==> src/common/axiLitePkg.sv <==
// --------------------
// AXI4-Lite widths, response codes,
// front end states
// --------------------
`default_nettype none

package axiLitePkg;

	// 4 channels x 4 registers x 4 bytes
	localparam int addrWidth = 6;
	localparam int dataWidth = 32;

	// no error responses are generated
	localparam logic [1:0] respOkay = 2'b00;

	// front end request sequencing
	typedef enum logic [1:0]
	{
		waitReq,
		issue,
		waitResp
	} frontState_t;

endpackage

`default_nettype wire

==> src/common/spiHostPkg.sv <==
// --------------------
// SPI host register map, control bit
// positions, channel count, engine states
// --------------------
`default_nettype none

package spiHostPkg;

	// number of identical SPI channels
	localparam int channelCount = 4;

	// register index, address bits 3:2
	// channel sits in address bits 5:4
	localparam logic [1:0] regCtrl = 2'd0;
	localparam logic [1:0] regData = 2'd1;
	localparam logic [1:0] regQueue = 2'd2;

	// control register fields
	localparam int ctrlCsBit = 0;
	// start on write, busy on read
	localparam int ctrlStartBit = 1;
	localparam int ctrlBurstBit = 5;
	// 8-bit clock divider
	localparam int ctrlDivLsb = 24;

	// bytes in one queued burst
	localparam int queueBytes = 4;

	// per-channel shift engine
	typedef enum logic [1:0]
	{
		idle,
		shiftByte,
		nextByte
	} engineState_t;

endpackage

`default_nettype wire

==> src/common/spiRegIf.sv <==
// --------------------
// register access between front end,
// one engine and the response merger
// --------------------
`timescale 1ns/1ps
`default_nettype none

interface spiRegIf import axiLitePkg::*; ();

	// request, held by the front end until the next accept
	logic reqValid;
	logic reqWrite;
	logic [1:0] reqReg;
	logic [dataWidth-1:0] reqData;

	// response pulse from the engine
	logic respValid;
	logic [dataWidth-1:0] respData;

	modport front
	(
		output reqValid,
		output reqWrite,
		output reqReg,
		output reqData
	);

	modport engine
	(
		input reqValid,
		input reqWrite,
		input reqReg,
		input reqData,
		output respValid,
		output respData
	);

	// merger also needs the direction of the answered request
	modport merge
	(
		input reqWrite,
		input respValid,
		input respData
	);

endinterface

`default_nettype wire

==> src/hdl/axiLiteFront.sv <==
// --------------------
// AXI4-Lite address and data accept,
// channel decode, one request at a time
// --------------------
`timescale 1ns/1ps
`default_nettype none

module axiLiteFront
	import axiLitePkg::*;
	import spiHostPkg::*;
(
	input logic clock,
	input logic reset,
	input logic [addrWidth-1:0] awaddr,
	input logic awvalid,
	output logic awready,
	input logic [dataWidth-1:0] wdata,
	input logic wvalid,
	output logic wready,
	input logic [addrWidth-1:0] araddr,
	input logic arvalid,
	output logic arready,
	input logic respTaken,
	spiRegIf.front chan [channelCount]
);

	frontState_t state;

	// latched request, shared by all channels
	logic isWrite;
	logic [1:0] chanSel;
	logic [1:0] regSel;
	logic [dataWidth-1:0] wrData;

	logic portsOpen;
	logic bothWrite;
	logic writeAccept;
	logic readAccept;

	assign portsOpen = (state == waitReq);
	assign bothWrite = awvalid && wvalid;

	// write needs AW and W together, and beats a read
	assign writeAccept = portsOpen && bothWrite;
	assign readAccept = portsOpen && arvalid && !bothWrite;

	// ready drops for a lone AW or W so neither half is taken alone
	assign awready = portsOpen && (wvalid || !awvalid);
	assign wready = portsOpen && (awvalid || !wvalid);
	assign arready = portsOpen && !bothWrite;

	always_ff @(posedge clock)
	begin
		if (reset)
		begin
			state <= waitReq;
		end
		else
		begin
			case (state)
				waitReq:
				begin
					if (writeAccept || readAccept)
						state <= issue;
				end
				// reqValid is high for exactly this cycle
				issue:
				begin
					state <= waitResp;
				end
				// closed until B or R has been taken
				waitResp:
				begin
					if (respTaken)
						state <= waitReq;
				end
				default:
				begin
					state <= waitReq;
				end
			endcase
		end
	end

	// address fields and write data
	always_ff @(posedge clock)
	begin
		if (writeAccept)
		begin
			isWrite <= 1'b1;
			chanSel <= awaddr[5:4];
			regSel <= awaddr[3:2];
			wrData <= wdata;
		end
		else if (readAccept)
		begin
			isWrite <= 1'b0;
			chanSel <= araddr[5:4];
			regSel <= araddr[3:2];
		end
	end

	// only the addressed channel sees the pulse
	for (genvar g = 0; g < channelCount; g++)
	begin : genReq
		assign chan[g].reqValid = (state == issue) && (chanSel == 2'(g));
		assign chan[g].reqWrite = isWrite;
		assign chan[g].reqReg = regSel;
		assign chan[g].reqData = wrData;
	end

	// a B or R handshake only ever closes the open request
	assert property (@(posedge clock) disable iff (reset)
		respTaken |-> (state == waitResp));

endmodule

`default_nettype wire

==> src/spiEngine/spiEngine.sv <==
// --------------------
// one SPI mode 0 channel with registers,
// divider, shifter and 4-byte queues
// --------------------
`timescale 1ns/1ps
`default_nettype none

module spiEngine
	import spiHostPkg::*;
(
	input logic clock,
	input logic reset,
	spiRegIf.engine bus,
	output logic sclk,
	output logic mosi,
	output logic cs,
	input logic miso
);

	engineState_t state;
	logic busy;
	logic pending;
	logic burst;
	logic [31:0] ctrlReg;

	// half period counter, loads divider + 1
	logic [8:0] halfCnt;
	logic sclkInt;
	logic [2:0] bitCnt;
	logic [1:0] byteCnt;

	logic misoReg;
	logic [7:0] txData;
	logic [7:0] txShift;
	logic [7:0] rxShift;
	logic [7:0] rxByte;
	logic [31:0] sendQ;
	logic [31:0] recvQ;
	logic [31:0] readData;

	logic reqHere;
	logic isQueue;
	logic serve;
	logic ctrlWrite;
	logic startBurst;
	logic startByte;
	logic halfEnd;
	logic fallEdge;

	// a held request stays on the bus until answered
	assign reqHere = bus.reqValid || pending;
	assign isQueue = (bus.reqReg == regQueue);
	// ctrl and data wait for idle, queue never waits
	assign serve = reqHere && (isQueue || !busy);
	assign ctrlWrite = serve && bus.reqWrite && (bus.reqReg == regCtrl);
	// burst wins if both start bits are set
	assign startBurst = ctrlWrite && bus.reqData[ctrlBurstBit];
	assign startByte = ctrlWrite && bus.reqData[ctrlStartBit] && !startBurst;
	assign halfEnd = (halfCnt == 9'd0);
	assign fallEdge = (state == shiftByte) && halfEnd && sclkInt;

	always_comb
	begin
		readData = 32'd0;
		case (bus.reqReg)
			regCtrl:
			begin
				readData = ctrlReg;
				readData[ctrlStartBit] = busy;
			end
			regData:
			begin
				readData[7:0] = rxByte;
			end
			regQueue:
			begin
				readData = recvQ;
			end
			default:
			begin
				readData = 32'd0;
			end
		endcase
	end

	always_ff @(posedge clock)
	begin
		if (reset)
		begin
			state <= idle;
			busy <= 1'b0;
			pending <= 1'b0;
			burst <= 1'b0;
			// CS inactive, divider 0
			ctrlReg <= 32'd1;
			halfCnt <= 9'd0;
			sclkInt <= 1'b0;
			bitCnt <= 3'd0;
			byteCnt <= 2'd0;
			bus.respValid <= 1'b0;
			sclk <= 1'b0;
			mosi <= 1'b1;
			cs <= 1'b1;
		end
		else
		begin
			bus.respValid <= serve;
			pending <= reqHere && !serve;

			// start and burst bits do not stick
			if (ctrlWrite)
			begin
				ctrlReg <= bus.reqData;
				ctrlReg[ctrlStartBit] <= 1'b0;
				ctrlReg[ctrlBurstBit] <= 1'b0;
			end

			case (state)
				idle:
				begin
					sclkInt <= 1'b0;
					bitCnt <= 3'd0;
					byteCnt <= 2'd0;
					if (startByte || startBurst)
					begin
						// new divider comes with the same write
						halfCnt <= {1'b0, bus.reqData[ctrlDivLsb +: 8]} + 9'd1;
						state <= shiftByte;
						busy <= 1'b1;
						burst <= startBurst;
					end
				end
				shiftByte:
				begin
					if (halfEnd)
					begin
						halfCnt <= {1'b0, ctrlReg[ctrlDivLsb +: 8]} + 9'd1;
						sclkInt <= !sclkInt;
						// bit ends on the falling edge
						if (sclkInt)
						begin
							bitCnt <= bitCnt + 3'd1;
							if (bitCnt == 3'd7)
								state <= nextByte;
						end
					end
					else
					begin
						halfCnt <= halfCnt - 9'd1;
					end
				end
				nextByte:
				begin
					// this cycle counts toward the next low phase
					halfCnt <= halfCnt - 9'd1;
					if (burst && (byteCnt != 2'(queueBytes - 1)))
					begin
						byteCnt <= byteCnt + 2'd1;
						state <= shiftByte;
					end
					else
					begin
						state <= idle;
						busy <= 1'b0;
						burst <= 1'b0;
					end
				end
				default:
				begin
					state <= idle;
				end
			endcase

			// pins registered once
			sclk <= sclkInt;
			mosi <= (state == shiftByte) ? txShift[7] : 1'b1;
			cs <= ctrlReg[ctrlCsBit];
		end
	end

	always_ff @(posedge clock)
	begin
		misoReg <= miso;

		if (serve)
			bus.respData <= readData;

		if (serve && bus.reqWrite && (bus.reqReg == regData))
			txData <= bus.reqData[7:0];

		if (startBurst)
			txShift <= sendQ[7:0];
		else if (startByte)
			txShift <= txData;

		// slave data held through the high phase, taken before the fall
		if (fallEdge)
		begin
			txShift <= {txShift[6:0], 1'b0};
			rxShift <= {rxShift[6:0], misoReg};
		end

		// least significant byte goes out and comes back first
		if (state == nextByte)
		begin
			rxByte <= rxShift;
			if (burst)
			begin
				recvQ <= {rxShift, recvQ[31:8]};
				txShift <= sendQ[15:8];
				sendQ <= {8'hFF, sendQ[31:8]};
			end
		end

		if (serve && bus.reqWrite && isQueue)
			sendQ <= bus.reqData;
	end

	// every transfer ends after a falling edge, so SCLK rests low
	assert property (@(posedge clock) disable iff (reset)
		!busy |-> !sclkInt);

	// a held request is the only one outstanding
	assert property (@(posedge clock) disable iff (reset)
		pending |-> !bus.reqValid);

endmodule

`default_nettype wire

==> src/hdl/respMerge.sv <==
// --------------------
// engine response merge, B and R channels
// --------------------
`timescale 1ns/1ps
`default_nettype none

module respMerge
	import axiLitePkg::*;
	import spiHostPkg::*;
(
	input logic clock,
	input logic reset,
	spiRegIf.merge chan [channelCount],
	output logic bvalid,
	input logic bready,
	output logic [1:0] bresp,
	output logic rvalid,
	input logic rready,
	output logic [1:0] rresp,
	output logic [dataWidth-1:0] rdata,
	output logic respTaken
);

	logic [channelCount-1:0] respVec;
	logic [channelCount-1:0] writeVec;
	logic [dataWidth-1:0] dataVec [channelCount];

	logic anyResp;
	logic selWrite;
	logic [dataWidth-1:0] selData;

	for (genvar g = 0; g < channelCount; g++)
	begin : genTap
		assign respVec[g] = chan[g].respValid;
		assign writeVec[g] = chan[g].reqWrite;
		assign dataVec[g] = chan[g].respData;
	end

	// at most one pulse, so an OR picks it
	always_comb
	begin
		selData = '0;
		for (int i = 0; i < channelCount; i++)
		begin
			if (respVec[i])
				selData = selData | dataVec[i];
		end
	end

	assign anyResp = |respVec;
	assign selWrite = |(respVec & writeVec);

	assign bresp = respOkay;
	assign rresp = respOkay;
	assign respTaken = (bvalid && bready) || (rvalid && rready);

	always_ff @(posedge clock)
	begin
		if (reset)
		begin
			bvalid <= 1'b0;
			rvalid <= 1'b0;
		end
		else
		begin
			if (bvalid && bready)
				bvalid <= 1'b0;
			if (rvalid && rready)
				rvalid <= 1'b0;
			if (anyResp && selWrite)
				bvalid <= 1'b1;
			if (anyResp && !selWrite)
				rvalid <= 1'b1;
		end
	end

	// held until the R handshake
	always_ff @(posedge clock)
	begin
		if (anyResp && !selWrite)
			rdata <= selData;
	end

	assert property (@(posedge clock) disable iff (reset)
		$onehot0(respVec));

endmodule

`default_nettype wire

==> src/hdl/spiHostTop.sv <==
// --------------------
// SPI host top, AXI4-Lite and SPI pins
// --------------------
`timescale 1ns/1ps
`default_nettype none

module spiHostTop
	import axiLitePkg::*;
	import spiHostPkg::*;
(
	input logic clock,
	input logic reset,
	input logic [addrWidth-1:0] awaddr,
	input logic awvalid,
	output logic awready,
	input logic [dataWidth-1:0] wdata,
	input logic wvalid,
	output logic wready,
	output logic [1:0] bresp,
	output logic bvalid,
	input logic bready,
	input logic [addrWidth-1:0] araddr,
	input logic arvalid,
	output logic arready,
	output logic [dataWidth-1:0] rdata,
	output logic [1:0] rresp,
	output logic rvalid,
	input logic rready,
	output logic [channelCount-1:0] sclk,
	output logic [channelCount-1:0] mosi,
	output logic [channelCount-1:0] cs,
	input logic [channelCount-1:0] miso
);

	logic respTaken;

	// one register link per channel
	spiRegIf regIf [channelCount] ();

	axiLiteFront front
	(
		.clock(clock),
		.reset(reset),
		.awaddr(awaddr),
		.awvalid(awvalid),
		.awready(awready),
		.wdata(wdata),
		.wvalid(wvalid),
		.wready(wready),
		.araddr(araddr),
		.arvalid(arvalid),
		.arready(arready),
		.respTaken(respTaken),
		.chan(regIf)
	);

	for (genvar g = 0; g < channelCount; g++)
	begin : genEngine
		spiEngine engine
		(
			.clock(clock),
			.reset(reset),
			.bus(regIf[g]),
			.sclk(sclk[g]),
			.mosi(mosi[g]),
			.cs(cs[g]),
			.miso(miso[g])
		);
	end

	respMerge merge
	(
		.clock(clock),
		.reset(reset),
		.chan(regIf),
		.bvalid(bvalid),
		.bready(bready),
		.bresp(bresp),
		.rvalid(rvalid),
		.rready(rready),
		.rresp(rresp),
		.rdata(rdata),
		.respTaken(respTaken)
	);

endmodule

`default_nettype wire

==> config.mk <==
export PLATFORM = sky130hd
export DESIGN_NAME = spiHostTop
export DESIGN_NICKNAME = d
export VERILOG_FILES = /design/src/common/axiLitePkg.sv /design/src/common/spiHostPkg.sv /design/src/common/spiRegIf.sv /design/src/hdl/axiLiteFront.sv /design/src/spiEngine/spiEngine.sv /design/src/hdl/respMerge.sv /design/src/hdl/spiHostTop.sv
export SDC_FILE = /design/constraint.sdc
export NUM_CORES = 1
export LEC_CHECK = 0
export ABC_CLOCK_PERIOD_IN_PS = 6400
export BUFFER_PORTS_ARGS = -buffer_cell sky130_fd_sc_hd__buf_2
export CORE_ASPECT_RATIO = 0.8
export CORE_UTILIZATION = 50
export CTS_CLUSTER_SIZE = 14
export DETAILED_ROUTE_END_ITERATION = 8
export GPL_ROUTABILITY_DRIVEN = 0
export GPL_TIMING_DRIVEN = 1
export PLACE_DENSITY = 0.74
export SETUP_SLACK_MARGIN = 0.1
export SYNTH_ARGS = -nofsm -noshare
export SYNTH_HDL_FRONTEND = slang
export SYNTH_HIERARCHICAL = 1
export SYNTH_SLANG_ARGS = --single-unit
==> constraint.sdc <==
create_clock -name clock -period 6.4 [get_ports clock]
set_clock_uncertainty 0.1 [all_clocks]
set_input_delay 0.32 -clock clock [delete_from_list [all_inputs] [get_ports clock]]
set_output_delay 0.32 -clock clock [all_outputs]
set_load 0.005 [all_outputs]
### Yosys cells after proc, flatten, opt, wreduce, memory -nomap -nowiden

Cells that the tools add are included.

* flip-flop bits (word level): 805
* bits in latches: 0
* memory bits (writable): 0
* ROM bits: 0
* input bits: 55
* output and inout bits: 53
* logic and storage cells: 477
* memories kept: 0

* add/sub/neg operators: 17
* multipliers: 0
* div/mod/pow operators: 0
* magnitude comparators: 0
* eq/ne operators: 49
* shifts and indexed selects: 0
* muxes and demuxes: 139
* bitwise logic cells: 8
* reduce and logical (&&, ||, !) cells: 172

Operator list (number)
* 32-bit two-way mux: 16
* 24-bit case mux with 2 select lines: 4
* 8-bit two-way mux: 20
* 9-bit case mux with 3 select lines: 4
* 32-bit bitwise OR: 3
* 8-bit case mux with 3 select lines: 4
* 9-bit two-way mux: 8
* 1-bit logical AND: 63
* 2-bit two-way mux: 26
* 8-bit by 1-bit adder with 9-bit output, second input constant: 5
* 2-bit AND reduction: 21
* 2-bit nonzero test: 19
* 9-bit logical NOT: 4
* 9-bit by 1-bit subtractor with 9-bit output, second input constant: 4
* 2-bit by 1-bit != test with 1-bit output, second input constant: 17
* 2-bit case mux with 3 select lines: 5
* 2-bit != test, second input constant: 13
* 1-bit two-way mux: 24
* 3-bit two-way mux: 8
* 1-bit case mux with 2 select lines: 12
* 3-bit case mux with 2 select lines: 4
* 3-bit AND reduction: 8
* 1-bit logical NOT: 20
* 2-bit equality test, second input constant: 8
* other kinds (13): 65

### Longest topological paths before layout

Gate-level depths: netlist of the first run.

* depth after elaboration: 14
* depth in mapped cells: 10
* gate-level depth less buffers: 8

### Hierarchy

The synthesis of the first run kept the hierarchy.

Modules (own cells, without submodules)
* spiEngine (genEngine[0].engine): times used 1, cells an instance 665, area an instance 7768.7 um^2, sequential area each 4864.7 um^2
* spiEngine (genEngine[3].engine): times used 1, cells an instance 662, area an instance 7768.7 um^2, sequential area each 4864.7 um^2
* spiEngine (genEngine[2].engine): times used 1, cells an instance 664, area an instance 7741.2 um^2, sequential area each 4864.7 um^2
* spiEngine (genEngine[1].engine): times used 1, cells an instance 622, area an instance 7628.6 um^2, sequential area each 4864.7 um^2
* axiLiteFront: times used 1, cells an instance 168, area an instance 2125.8 um^2, sequential area each 1141.1 um^2
* respMerge: times used 1, cells an instance 161, area an instance 1794.2 um^2, sequential area each 1001.0 um^2

### Worst setup path after synthesis of the first run

Ideal clock, no wire load.

* path type: reg-to-reg
* from: register front.regSel[0] (netlist: front/chan[0].reqReg[0])
* to: register genEngine[2].engine.txData[0], enable pin
* setup time: 0.335 ns
* arrival time: 3.216 ns
* data required time: 5.965 ns
* setup slack: 2.749 ns
* cell stages (with the launch flop): 6
* buffers on the path: 2
* clock period less this slack: 3.651 ns
* cells stage by stage: edfxtp_1 buf_4 clkbuf_1 nand2b_1 a21oi_1 and4b_1

* cells in the longest elaborated chain, start to end: 5
* elaborated cells between the ends (all ways): 6
* those cells by class: eq/ne (2); reduce/logical (4)

Ends and longest elaborated chain
* start: declaration: RTL line axiLiteFront.sv:32 `logic [1:0] regSel;`
* start signal: assignment: RTL line axiLiteFront.sv:92 `regSel <= awaddr[3:2];`
* start signal: assignment: RTL line axiLiteFront.sv:99 `regSel <= araddr[3:2];`
* 2-bit equality test: RTL line spiEngine.sv:52 `assign isQueue = (bus.reqReg == regQueue);`
* 1-bit logical OR: RTL line spiEngine.sv:54 `assign serve = reqHere && (isQueue || !busy);`
* 1-bit logical AND: RTL line spiEngine.sv:54
* net genEngine[2].engine.serve: RTL line spiEngine.sv:43 `logic serve;`
* 1-bit logical AND (2 in series): RTL line spiEngine.sv:188 `if (serve && bus.reqWrite && (bus.reqReg == regData))`
* end signal: assignment: RTL line spiEngine.sv:189 `txData <= bus.reqData[7:0];`
* end: declaration: RTL line spiEngine.sv:33 `logic [7:0] txData;`

The timed path passes the listed nets, and every way through them passes these cells.
A chain may end at the register's enable or synchronous reset.

### Worst setup path in the final report of the first run

* from: register front.regSel[1] (netlist: front/chan[0].reqReg[1])
* to: register genEngine[3].engine.sendQ[2], enable pin

* cells in the longest elaborated chain, start to end: 7
* elaborated cells between the ends (all ways): 8
* those cells by class: eq/ne (1); reduce/logical (7)

Ends and longest elaborated chain
* 2-bit equality test (*): RTL line spiEngine.sv:52
* 1-bit logical OR: RTL line spiEngine.sv:54
* 1-bit logical AND: RTL line spiEngine.sv:54
* 1-bit logical AND: RTL line spiEngine.sv:215 `if (serve && bus.reqWrite && isQueue)`
* 1-bit logical AND (*): RTL line spiEngine.sv:215
* 2-bit nonzero test (no source line)
* 2-bit AND reduction (no source line) (*)
* end signal: assignment: RTL line spiEngine.sv:211 `sendQ <= {8'hFF, sendQ[31:8]};`
* end signal: assignment: RTL line spiEngine.sv:216 `sendQ <= bus.reqData;`
* end: declaration: RTL line spiEngine.sv:37 `logic [31:0] sendQ;`

Mark *: on every way between the ends. The rest lies on a longest branch, timed or not.

==> flow_summary_export.csv, run 1 <==
group,metric,value,unit
outcome,status,"complete, no violations",
timing,finalCritPeriodShare,0.616,
synthesis,yosys.area.top_type_share,0.472,
global_route,grt_pass1_vias,22500,
global_route,grt_pass1_wl,136000,um
timing,worstMarginPinSlew,1.34,ns
drt,wl_per_cell,23.1,um
clocking,cts-root-buf,"clkbuf_16",
timing,setup_viol,0,
timing,rsz0062_at_grt,"false",
drt,antenna_left,0,
synthesis,synthTopCellsByCount,"548 x edfxtp_1, 373 x nand2_1, 269 x nor2_1",
clocking,cts.sinks,805,
synthesis,synthTopCellsByArea,"edfxtp_1 47%, dfxtp_1 15%, nand2_1 4.0%",
synthesis,syn_area,0.0348,mm^2
synthesis,synth_fa_ha_area_frac,0.0144,
worst_setup_path,path_class,"flop to flop",
pwr,power,11500,uW
clocking,clk_pin_slew,0.06,ns
drt,drt_wl_total,90800,um
worst_setup_path,cp.required,6.56,ns
synthesis,ys_seq_area_frac,0.620,
clocking,clockBufferDepth,3,
worst_setup_path,critical_path_arrival,4.10,ns
floorplan,core,0.0689,mm^2
worst_setup_path,startpoint_type,"flop",
pwr,ir_worst_vdd,0.208,mV
synthesis,synth_top_area_cell,"edfxtp_1",
global_route,antenna_found_initial,9,
clocking,cts_made_buffers,77,
worst_setup_path,timing.critical_path.fanout_max,45,
floorplan,die_h,238,um
synthesis,ys_ff_latch,805,
clocking,cts_resized,0,
synthesis,synthSimpleGateAreaFrac,0.129,
drt,dr.pass1.iters,6,
pwr,powerDensity,299,mW/mm^2
place,dp_hpwl,56700,um
synthesis,synth_top_family_by_area,"simple AND/OR/NAND/NOR gates",
global_route,grt_max_degree,129,
synthesis,synthCells,2942,
timing,maxSlewHeadroom,0.104,
synthesis,yosysMostFrequentCell,"edfxtp_1",
timing,fin_ws,2.46,ns
synthesis,synth_cell_type_count,100,
floorplan,start_util,0.506,
clocking,cts_hold_buf,48,
floorplan,die_x,297,um
finish,area_growth,10.5,%
floorplan,dieArea,0.0707,mm^2
synthesis,avgSynthCellArea,11.8,um^2
timing,fin_tns_setup,0,ns
timing,finalHoldViolations,0,
finish,drive_above_1_share,0.151,
job,max_cap_viol_count,0,
timing,timing.fmax,0.254,GHz
global_route,overflow,0,
place,dp_worst_setup_slack,2.63,ns
clocking,cts_tree,"yes",
finish,layout.nets,3043,
drt,routed_via_density,6.01,
synthesis,synth_edf_count,548,
synthesis,ys.flop_type,"edfxtp_1",
synthesis,synth-compound-area-share,0.0955,
synthesis,synthMuxAreaShare,0.0734,
worst_setup_path,end_kind,"flop",
global_route,track_usage,0.251,
clocking,clock_latency,0.62,ns
synthesis,async_flop_share,0,
timing,period_needed,3.94,ns
drt,vias,23600,
place,port_buffers,99,
synthesis,yosys.area_share.xor_xnor,0.0166,
finish,post-route-util,0.559,
min_path,worst_hold_path_type,"input pin to flop",
drt,drc,0,
clocking,htreeDepth,3,
pwr,p_leak,0.0136,uW
drt,drt_iter0_drc,2767,
floorplan,num_rows,86,
synthesis,yosysWarnings,6,
floorplan,ios,108,
clocking,post-cts-setup-buffers,0,
timing,drv_slew,0,
## power by group
| part | switching (uW) | total, uW | leakage [uW] | internal [uW] |
|---|---|---|---|---|
| Clock | 1930 | 4700 | 0.00125 | 2760 |
| Combinational | 635 | 1010 | 0.00526 | 376 |
| Sequential | 146 | 5810 | 0.00711 | 5670 |
## stage by stage
| stage | hold WS, ns | std cells | area [um^2] |
|---|---|---|---|
| 2_1_floorplan | 0.248 | 2945 | 34800 |
| 3_3_place_gp | 0.313 | 3745 | 35400 |
| 4_1_cts | 0.131 | 3932 | 38500 |
| 6_report | 0.126 | 3934 | 38500 |
| 3_5_place_dp | 0.311 | 3745 | 35400 |
| 5_1_grt | 0.134 | 3932 | 38500 |
## area by class of cell
type,count,area [um^2]
fillers,5573,30400
flip-flops and latches,805,21600
diodes,2,5.00
multi-input cells,1802,11500
inverters,70,263
well taps,924,1160
clock buffers,111,2170
repair buffers,192,1360
clock inverters,28,400
## cells by family after synthesis
group | after synthesis
flip-flops | 805
multiplexers | 241
other | 1
AND/OR/NAND/NOR | 948
AO/OA/AOI/OAI | 503
adder cells (fa/ha/maj) | 40
XOR/XNOR | 66
buffers and inverters | 338
## state kept, by name, summed over array words and instances, names as in the netlist, 4 cells and up
| signal | cells |
|---|---|
| genEngine.engine/recvQ | 128 |
| genEngine.engine/sclk | 4 |
| genEngine.engine/bus.respValid | 4 |
| genEngine.engine/bus.respData | 128 |
| genEngine.engine/txShift | 32 |
| genEngine.engine/rxByte | 32 |
| genEngine.engine/pending | 4 |
| front/chan.reqData | 32 |
| merge/rdata | 32 |
| genEngine.engine/busy | 4 |
| genEngine.engine/rxShift | 32 |
| genEngine.engine/txData | 32 |
| genEngine.engine/sendQ | 128 |
| genEngine.engine/sclkInt | 4 |
| genEngine.engine/halfCnt | 36 |
| genEngine.engine/ctrlReg | 120 |
| genEngine.engine/mosi | 4 |
| genEngine.engine/state | 8 |
| genEngine.engine/burst | 4 |
| genEngine.engine/bitCnt | 12 |
| genEngine.engine/cs | 4 |
| genEngine.engine/misoReg | 4 |
| genEngine.engine/byteCnt | 8 |
## worst max-delay path, cell delays in order (launching register included)
cell      delay (ns)
edfxtp_1        0.67
buf_4           0.66
nor2b_1         1.12
nand3_1         0.17
buf_4           0.32
nand2_1         0.11
buf_4           0.38
## metal layers
metal  wire [um]  up-vias  GRT usage
li1            -    10600          -
met4        2270        2     0.0726
met2       40500     1322      0.383
met3       10600      158     0.0577
met1       37400    11600      0.360
met5          13        -          0
## worst paths after layout
path,from,end,slack [ns],cells past startpoint
setup / recovery,front/chan[0].reqReg[1],genEngine[3].engine/sendQ[2],2.46,6
hold / removal,reset,genEngine[3].engine/bus.respValid,0.13,2
setup reg to reg,front/chan[0].reqReg[1],genEngine[3].engine/sendQ[2],2.46,6
hold reg to reg,genEngine[3].engine/misoReg,genEngine[3].engine/rxShift[0],0.33,0
## cell usage in the layout (no fill, tap or decap), drive strengths merged, types with 8 or more instances in the layout
master and instances:
edfxtp 548, nand2 373, nor2 272, dfxtp 257
a21oi 207, buf 144, mux2i 138, clkbuf 111
mux2 103, inv 71, a22oi 67, o21ai 65
nand3 55, dlygate4sd3 48, or2 47, ha 40
xnor2 39, nor3 28, xor2 27, or4 26
nor3b 23, a41oi 19, a211oi 17, clkinv 16
nand2b 15, nand4 15, and3 14, nor2b 13
o221a 13, nand3b 12, o221ai 11, o2bb2ai 11
bufinv 10, or3 10, a31oi 9, o211ai 8
a32o 8, o31ai 8
No activity file was read; power rests on OpenSTA's default activity.
==> run 2: changes to the inputs <==
- ABC_CLOCK_PERIOD_IN_PS: 6400 -> 3900
- clock period: 6.4 -> 3.9 ns (I/O delays scaled with it)
==> flow_summary_export.csv, run 2 (synthesis results as in run 1) <==
group,metric,value,unit
drt,routed_via_density,5.99,
finish,drive_above_1_share,0.159,
drt,drt_wl_total,92200,um
floorplan,dieArea,0.0707,mm^2
clocking,clockBufferDepth,3,
place,port_buffers,99,
global_route,antenna_found_initial,10,
global_route,grt_pass1_wl,138000,um
finish,final_cell_mix,"548 x edfxtp_1, 373 x nand2_1, 268 x nor2_1",
timing,worstMarginPinSlew,1.21,ns
worst_setup_path,startpoint_type,"flop",
clocking,cts_made_buffers,78,
drt,drc,0,
finish,fin_cells,3969,
global_route,overflow,0,
floorplan,die_x,297,um
timing,finalHoldViolations,0,
timing,rsz0062_at_grt,"false",
job,max_cap_viol_count,0,
drt,vias,23800,
clocking,htreeDepth,3,
drt,drt_iter0_drc,2802,
outcome,status,"complete, no violations",
global_route,grt_pass1_vias,23000,
clocking,cts-root-buf,"clkbuf_16",
pwr,p_leak,0.0137,uW
finish,area_growth,10.9,%
worst_setup_path,end_kind,"flop",
clocking,clock_latency,0.64,ns
drt,antenna_left,0,
timing,timing.fmax,0.323,GHz
worst_setup_path,cp.required,4.37,ns
clocking,cts_resized,0,
clocking,cts.sinks,805,
finish,layout.nets,3071,
finish,reg_top3,"genEngine.engine/bus.respData (128), genEngine.engine/recvQ (128), genEngine.engine/sendQ (128)",
floorplan,core,0.0689,mm^2
worst_setup_path,timing.critical_path.fanout_max,10,
pwr,powerDensity,482,mW/mm^2
timing,period_needed,3.09,ns
floorplan,num_rows,86,
global_route,track_usage,0.258,
timing,maxSlewHeadroom,0.197,
timing,fin_tns_setup,0,ns
place,place_inst,3771,
finish,post-route-util,0.561,
place,dp_hpwl,58300,um
timing,drv_slew,0,
clocking,clk_pin_slew,0.06,ns
floorplan,start_util,0.506,
drt,dr.pass1.iters,7,
clocking,cts_tree,"yes",
worst_setup_path,path_class,"flop to flop",
timing,setup_viol,0,
min_path,worst_hold_path_type,"input pin to flop",
timing,finalCritPeriodShare,0.793,
pwr,ir_worst_vdd,0.361,mV
drt,wl_per_cell,23.2,um
floorplan,die_h,238,um
floorplan,ios,108,
worst_setup_path,critical_path_arrival,3.57,ns
finish,final_common_cell,"edfxtp_1",
global_route,grt_max_degree,94,
-- run 2: cell types whose count changed in the layout (fill, tap and decap cells not counted), sizes merged, moves of 4 or more --
cell,change
clkinv,+10
inv,+4
buf,+26
bufinv,-7
-- run 2: where the power goes --
group / total, uW / switching (uW) / internal, uW / leakage [uW]
Combinational: 1650 / 1020 / 628 / 0.00540
Sequential: 9560 / 265 / 9300 / 0.00711
Clock: 7390 / 3200 / 4180 / 0.00123
Total: 18600 / 4490 / 14100 / 0.0137
-- run 2: timing repair --
| action | CTS | global route |
|---|---|---|
| endpoints found under the setup margin | 0 | 0 |
| setup buffers | 0 | 0 |
| hold buffers | 49 | 0 |
| endpoints found under the hold margin | 62 | 0 |
-- run 2: critical path, stage by stage, from the launching register on --
cell	delay, ns
edfxtp_1	0.63
buf_4	0.30
nor4b_4	0.57
a21boi_2	0.23
a2111oi_0	0.77
and4bb_1	0.30
a221o_1	0.12
-- run 2: path summary, 6_finish.rpt --
kind	start	to	slack, ns	cells after the start
max	front/chan[0].reqReg[1]	genEngine[0].engine/halfCnt[2]	0.81	6
min	miso[0]	genEngine[0].engine/misoReg	0.11	2
max reg2reg	front/chan[0].reqReg[1]	genEngine[0].engine/halfCnt[2]	0.81	6
min reg2reg	genEngine[3].engine/recvQ[17]	genEngine[3].engine/recvQ[9]	0.34	0
-- run 2: layout make-up --
class	instances	area (um^2)
Clock buffer	110	2220
Timing Repair Buffer	219	1590
Clock inverter	36	273
Multi-Input combinational cell	1802	11500
Fill cell	5490	30200
Sequential cell	805	21600
Antenna cell	3	7.51
Tap cell	924	1160
Inverter	70	263
-- run 2: metrics by stage --
step	total power, uW	setup WS (ns)	hold slack [ns]	instance area [um^2]
final	18600	0.807	0.110	38600
after floorplan	10800	0.249	0.123	34800
after global routing	19200	0.678	0.110	38600
after global placement	11200	0.990	0.203	35600
after detailed placement	11300	0.882	0.205	35600
after CTS	18700	0.867	0.0653	38600
-- run 2: per-layer routing --
layer	vias up	share of wire	GRT usage
met5	-	0.00020	0
met4	2	0.029	0.0850
met3	188	0.12	0.0790
met2	1276	0.45	0.394
met1	11700	0.40	0.352
li1	10600	-	-
